===== config.mk =====
export PLATFORM = sky130hd
export DESIGN_NAME = math_mac_unit
export DESIGN_NICKNAME = d
export VERILOG_FILES = /design/src/rtl/math_op_pkg.sv /design/src/rtl/math_cfg_pkg.sv /design/src/rtl/math_mac_unit.sv /design/src/rtl/math_signed_multiply_stage.sv /design/src/rtl/math_multiplier_carry_save.sv /design/src/rtl/math_multiplier_basic_cell.sv
export SDC_FILE = /design/constraint.sdc
export NUM_CORES = 1
export LEC_CHECK = 0
export ABC_AREA = 1
export BUFFER_PORTS_ARGS = -buffer_cell sky130_fd_sc_hd__buf_2
export CAP_MARGIN = 40
export CORE_MARGIN = 8
export CORE_UTILIZATION = 30
export CTS_CLUSTER_SIZE = 14
export DETAILED_ROUTE_END_ITERATION = 16
export GPL_ROUTABILITY_DRIVEN = 0
export SLEW_MARGIN = 30
export SYNTH_ARGS = -nofsm -noshare
export SYNTH_HDL_FRONTEND = slang
export SYNTH_SLANG_ARGS = --single-unit

===== constraint.sdc =====
create_clock -name clk -period 9 [get_ports clk]
set_input_delay 0 -clock clk [delete_from_list [all_inputs] [get_ports clk]]
set_output_delay 0 -clock clk [all_outputs]
set_load 0.01 [all_outputs]

===== src/rtl/math_op_pkg.sv =====
package math_op_pkg;

    // accumulate operation issued with each multiply
    // it travels down the pipeline next to the operands and
    // is applied once the product is available
    typedef enum logic [1:0] {
        OP_LOAD = 2'b00,  // acc takes the product
        OP_ADD  = 2'b01,  // acc plus product
        OP_SUB  = 2'b10   // acc minus product
    } mac_op_e;

    // 2'b11 is not assigned, and the accumulator
    // treats it the same as OP_LOAD

endpackage : math_op_pkg


===== src/rtl/math_cfg_pkg.sv =====
package math_cfg_pkg;

    // operand width of the MAC datapath
    // the top level passes it down as N, so the array and the stage follow it
    localparam int MATH_OPERAND_W = 8;

    // accumulator width, kept at 2*MATH_OPERAND_W or wider
    // the extra bits give headroom before the running sum wraps
    localparam int MATH_ACC_W = 24;

endpackage : math_cfg_pkg

===== src/rtl/math_mac_unit.sv =====
`timescale 1ns/10ps

module math_mac_unit
    import math_cfg_pkg::*;
    import math_op_pkg::*;
#(
    parameter int N     = MATH_OPERAND_W,
    parameter int ACC_W = MATH_ACC_W      // at least 2*N
) (
    input  logic             clk,
    input  logic             rst_n,
    input  logic             in_valid,
    input  logic [N-1:0]     a,
    input  logic [N-1:0]     b,
    input  logic             signed_mode,
    input  mac_op_e          op,
    output logic [2*N-1:0]   product,
    output logic             product_valid,
    output logic [ACC_W-1:0] acc,
    output logic             acc_valid
);
    // op and mode follow the operation down the pipe
    // s1 sits beside the operand register, s2 beside the product register
    mac_op_e          op_s1;
    mac_op_e          op_s2;
    logic             mode_s1;
    logic             mode_s2;

    logic [ACC_W-1:0] prod_ext;  // product widened to the accumulator
    logic [ACC_W-1:0] acc_next;

    math_signed_multiply_stage #(
        .N (N)
    ) u_mult (
        .clk           (clk),
        .rst_n         (rst_n),
        .in_valid      (in_valid),
        .a             (a),
        .b             (b),
        .signed_mode   (signed_mode),
        .product       (product),
        .product_valid (product_valid)
    );

    always_ff @(posedge clk) begin
        if (in_valid) begin
            op_s1   <= op;
            mode_s1 <= signed_mode;
        end
        // s2 only matters in the cycle product_valid is high
        op_s2   <= op_s1;
        mode_s2 <= mode_s1;
    end

    // sign extend signed products, zero extend unsigned ones
    assign prod_ext = mode_s2 ? ACC_W'($signed(product)) : ACC_W'(product);

    always_comb begin
        case (op_s2)
            OP_ADD:  acc_next = acc + prod_ext;  // wraps at 2**ACC_W
            OP_SUB:  acc_next = acc - prod_ext;
            default: acc_next = prod_ext;        // OP_LOAD and spare code
        endcase
    end

    // accumulator register, untouched on idle cycles
    always_ff @(posedge clk or negedge rst_n) begin
        if (!rst_n) begin
            acc       <= '0;
            acc_valid <= 1'b0;
        end else begin
            acc_valid <= product_valid;
            if (product_valid) begin
                acc <= acc_next;
            end
        end
    end

endmodule : math_mac_unit


===== src/rtl/math_signed_multiply_stage.sv =====
`timescale 1ns/10ps

module math_signed_multiply_stage
    import math_cfg_pkg::*;
#(
    parameter int N = MATH_OPERAND_W
) (
    input  logic           clk,
    input  logic           rst_n,
    input  logic           in_valid,
    input  logic [N-1:0]   a,
    input  logic [N-1:0]   b,
    input  logic           signed_mode,  // 1: both operands two's complement
    output logic [2*N-1:0] product,
    output logic           product_valid
);
    // operand register
    logic [N-1:0]   a_q;
    logic [N-1:0]   b_q;
    logic           signed_q;
    logic           valid_q;

    // magnitude path
    logic           a_neg;
    logic           b_neg;
    logic           flip;         // exactly one operand negative
    logic [N-1:0]   a_mag;
    logic [N-1:0]   b_mag;
    logic [2*N-1:0] mag_product;
    logic [2*N-1:0] signed_product;

    always_ff @(posedge clk or negedge rst_n) begin
        if (!rst_n) begin
            valid_q <= 1'b0;
        end else begin
            valid_q <= in_valid;
        end
    end

    // operands only move when a new operation arrives
    always_ff @(posedge clk) begin
        if (in_valid) begin
            a_q      <= a;
            b_q      <= b;
            signed_q <= signed_mode;
        end
    end

    // sign bits only count in signed mode
    assign a_neg = signed_q & a_q[N-1];
    assign b_neg = signed_q & b_q[N-1];

    // the most negative value maps to 2**(N-1), which still fits in N bits
    assign a_mag = a_neg ? (~a_q + 1'b1) : a_q;
    assign b_mag = b_neg ? (~b_q + 1'b1) : b_q;

    math_multiplier_carry_save #(
        .N (N)
    ) u_array (
        .multiplier   (a_mag),
        .multiplicand (b_mag),
        .product      (mag_product)
    );

    assign flip = a_neg ^ b_neg;

    // largest magnitude is 2**(2N-2), so the negated value never overflows
    assign signed_product = flip ? (~mag_product + 1'b1) : mag_product;

    // product register, holds its value between operations
    always_ff @(posedge clk or negedge rst_n) begin
        if (!rst_n) begin
            product       <= '0;
            product_valid <= 1'b0;
        end else begin
            product_valid <= valid_q;
            if (valid_q) begin
                product <= signed_product;
            end
        end
    end

endmodule : math_signed_multiply_stage


===== src/rtl/math_multiplier_carry_save.sv =====
`timescale 1ns/10ps

module math_multiplier_carry_save
    import math_cfg_pkg::*;
#(
    parameter int N = MATH_OPERAND_W
) (
    input  logic [N-1:0]   multiplier,
    input  logic [N-1:0]   multiplicand,
    output logic [2*N-1:0] product
);
    // row inputs, index N is what is left after the last row
    logic [N-1:0] c_row  [0:N];
    logic [N-1:0] p_row  [0:N];
    // raw cell outputs per row
    logic [N-1:0] c_cell [0:N-1];
    logic [N-1:0] p_cell [0:N-1];

    logic [N-1:0] low_bits;   // product[N-1:0], one per row
    logic [N-1:0] high_bits;  // result of the final ripple add

    // nothing enters the top row
    assign c_row[0] = '0;
    assign p_row[0] = '0;

    for (genvar i = 0; i < N; i++) begin : gen_row
        for (genvar j = 0; j < N; j++) begin : gen_col
            math_multiplier_basic_cell u_cell (
                .i_bit (multiplier[i]),
                .j_bit (multiplicand[j]),
                .c_in  (c_row[i][j]),
                .p_in  (p_row[i][j]),
                .c_out (c_cell[i][j]),
                .p_out (p_cell[i][j])
            );
        end

        // carries keep their column, weight i+j+1 lands on row i+1 column j
        assign c_row[i+1] = c_cell[i];

        // sums move one column right, top column gets a zero
        // column 0 sum leaves the array as a finished product bit
        assign p_row[i+1] = {1'b0, p_cell[i][N-1:1]};
    end

    always_comb begin
        for (int k = 0; k < N; k++) begin
            low_bits[k] = p_cell[k][0];
        end
    end

    // merge the remaining sum and carry vectors, weight N upwards
    // unsigned N x N fits in 2N bits so the carry out is always zero
    assign high_bits = p_row[N] + c_row[N];

    assign product = {high_bits, low_bits};

endmodule : math_multiplier_carry_save


===== src/rtl/math_multiplier_basic_cell.sv =====
`timescale 1ns/10ps

module math_multiplier_basic_cell (
    input  logic i_bit,  // multiplier bit of this row
    input  logic j_bit,  // multiplicand bit of this column
    input  logic c_in,   // carry from the cell above
    input  logic p_in,   // sum from the row above
    output logic c_out,
    output logic p_out
);
    logic pp;

    // partial product bit, weight i+j
    assign pp = i_bit & j_bit;

    // full adder of pp, p_in and c_in
    assign p_out = pp ^ p_in ^ c_in;
    assign c_out = (pp & p_in) | (pp & c_in) | (p_in & c_in);

endmodule : math_multiplier_basic_cell


==> impl_metrics.csv <==
group,metric,value,unit
run_status,status,"finished clean",
floorplanning,die_height,166,um
timing,rsz0062_at_grt,"no",
yosys,async_flop_share,0.662,
yosys,postSynthCellCount,960,
timing,finClkSkew,15.7,ps
yosys,synth_edf_count,19,
floorplanning,dieArea,0.0276,sq mm
placed_design,placed_area,0.00741,sq mm
final_layout,areaGrowthSynthToFinish,17.2,%
yosys,synth_ff_type,"dfrtp_1",
grt,grt_usage,0.131,
critical_path,crit_fanout,7,
grt,grt-ovfl-total,0,
placed_design,port_buffers,63,
final_layout,drive_gt1_frac,0.109,
final_layout,n_antenna_cell,0,
clocking,cts.sinks,65,
yosys,synth_sequential_area_ratio,0.253,
timing,hold_viol,0,
timing,post-route-min-period,6630,ps
pwr,power_frac_clock,0.120,
drt,antenna_left,0,
timing,setup-violations-final,0,
clocking,path_clk_slew,60,ps
clocking,cts_resized,0,
yosys,synth_top_area_share,0.159,
drt,drt-total-wl,17300,um
grt,antenna_found_initial,0,
yosys,syn_area,0.00675,sq mm
flow_run,cap_violations,0,
drt,drt_iter0_markers,333,
floorplanning,io_pins,64,
critical_path,critical-path-slowest-cell,"fa_1",
floorplanning,rows,55,
drt,vias_per_cell,4.56,
critical_path,slowest_delay,540,ps
yosys,yosysWarnings,0,
grt,grt_pass1_vias,6172,
final_layout,design_area,0.00792,sq mm
critical_path,cpMostUsedCell,"nand2_1",
pwr,p_leak,4.14,nW
final_layout,final_cell_mix,"nand2_1, inv_1, nor2_1",
grt,grt_max_degree,44,
clocking,root_buffer,"clkbuf_16",
drt,firstDrtPassIters,5,
timing,worst_pin_slew,736,ps
yosys,synth_fp_nets,1068,
clocking,h-tree-depth,3,
pwr,power.switching,1.63,mW
clocking,cts_tree,"yes",
pwr,pwr_density_cell,391,mW/mm^2
critical_path,required,9230,ps
final_layout,nNetsFinal,1153,
timing,slew_viol_final,0,
pwr,internal_power,1.46,mW
yosys,synthTopCellsByArea,"dfrtp_1, nand2_1, fa_1",
floorplanning,die_w,166,um
yosys,ys_types,37,
critical_path,critical_path_class,"reg2reg",
timing,tns,0,ps
timing,period_share,0.737,
final_layout,fillers,2388,
clocking,cts_max_path_buffers,2,
pwr,p_sw_frac,0.527,
critical_path,cp-end-kind,"flop",
yosys,ys_ff_latch,65,
drt,wl_per_cell,12.9,um
drt,vias,6091,
floorplanning,initial_core_util,0.302,
yosys,synth.avg_cell_area,7.04,sq um
worst_hold_path,hold_class,"in2reg",
placed_design,hpwlAfterDp,14200,um
clocking,cts_buffers,9,
timing,fmax,0.151,GHz
pwr,vdd_drop_max,180,uV
critical_path,worstPathArrival,6860,ps
final_layout,layout_commonest_cell,"nand2_1",
yosys,synth_top_area_cell,"dfrtp_1",
grt,grt_first_pass_wirelength,29600,um
drt,drc,0,
pwr,comb_power_share,0.716,
pwr,sequentialPowerShare,0.164,
timing,slew-limit-headroom,0.509,
floorplanning,core_area,0.0224,sq mm
critical_path,start_kind,"flop",
clocking,worstSkewPairLatency,350,ps
## cell type report
class | instances | area (sq um) | share of cell area
Timing Repair Buffer | 85 | 548 | 0.0692
Tap cell | 285 | 357 | 0.0451
Inverter | 171 | 642 | 0.0811
Clock buffer | 11 | 254 | 0.0321
Multi-Input combinational cell | 713 | 4360 | 0.550
Clock inverter | 5 | 52.6 | 0.00664
Sequential cell | 65 | 1710 | 0.216
## flip-flops by register name, summed over array words and instances, names as in the netlist
signal / count
u_mult.valid_q: 1
acc_valid: 1
u_mult.product_valid: 1
mode_s2: 1
u_mult.product: 16
u_mult.a_q: 8
op_s1: 2
u_mult.signed_q: 1
op_s2: 2
u_mult.b_q: 8
acc: 24
## cell usage after synthesis, types with 3 or more instances
library cell and n:
nand2_1 259, inv_1 160, nor2_1 119, nand3_1 57, a21oi_1 49, fa_1 44
dfrtp_1 43, ha_1 42, xor2_1 29, o21ai_0 24, edfxtp_1 19, o21ai_1 16
nand4_1 11, clkbuf_1 9, inv_2 9, nand2_2 9, xnor2_1 8, nor3_1 7
nand3b_1 6, o211ai_1 6, nand3_2 5, or2_2 4, dfxtp_1 3, nor2_2 3
o21bai_1 3
## power by group through the flow
stage                     combinational (mW)  clock, mW  sequential (mW)
after floorplan                         1.70          0            0.516
after global placement                  2.18          0            0.511
after detailed placement                2.21          0            0.511
after CTS                               2.23      0.378            0.507
after global routing                    2.55      0.389            0.523
final                                   2.21      0.370            0.507
## path summary, 6_finish.rpt
kind                               start                 end  slack [ps]  depth (start not counted)
max                        u_mult.b_q[0]  u_mult.product[15]        2370                         34
min                             in_valid      u_mult.valid_q          30                          1
max reg2reg                u_mult.b_q[0]  u_mult.product[15]        2370                         34
min reg2reg                     op_s1[0]            op_s2[0]         340                          0
max in group asynchronous          rst_n             acc[15]        8430                          2
min in group asynchronous          rst_n             acc[20]         190                          2
## stage by stage
step | utilization | hold slack, ps | setup WS, ps | power, mW | cells
CTS | 0.354 | 26.7 | 2330 | 3.12 | 1335
finish | 0.354 | 26.1 | 2370 | 3.09 | 1335
detailed placement | 0.331 | 34.5 | 2410 | 2.72 | 1299
floorplan | - | -296 | 2870 | 2.22 | 960
global placement | 0.330 | 177 | 2540 | 2.69 | 1297
global route | 0.354 | 59.2 | 1790 | 3.46 | 1335
## cell families (layout without fill, tap and decap cells)
family	Yosys count	in the layout	synth area share
AND/OR/NAND/NOR	486	486	0.305
buffers and inverters	182	272	0.102
flip-flops	65	65	0.253
AO/OA/AOI/OAI	104	104	0.0832
XOR/XNOR	37	37	0.0480
adder cells (fa/ha/maj)	86	86	0.208
## what timing repair did
action | CTS | global route
hold endpoints to repair | 62 | 0
setup buffers | 0 | 0
hold buffers | 20 | 0
## metal layers
layer	GRT usage	wire length (um)	vias to the layer above
li1	-	-	3182
met1	0.152	7780	2770
met2	0.233	8390	111
met3	0.0238	662	28
met4	0.0522	439	0
met5	0	0	-
## worst max-delay path: cells and delay by family, from the launching register on
family        cells  cell delay (ps)
fa+ha+maj        10             3960
simple gates     17             1480
buf+inv           7              640
flops             1              430
Power figures use the tool's default switching activity.
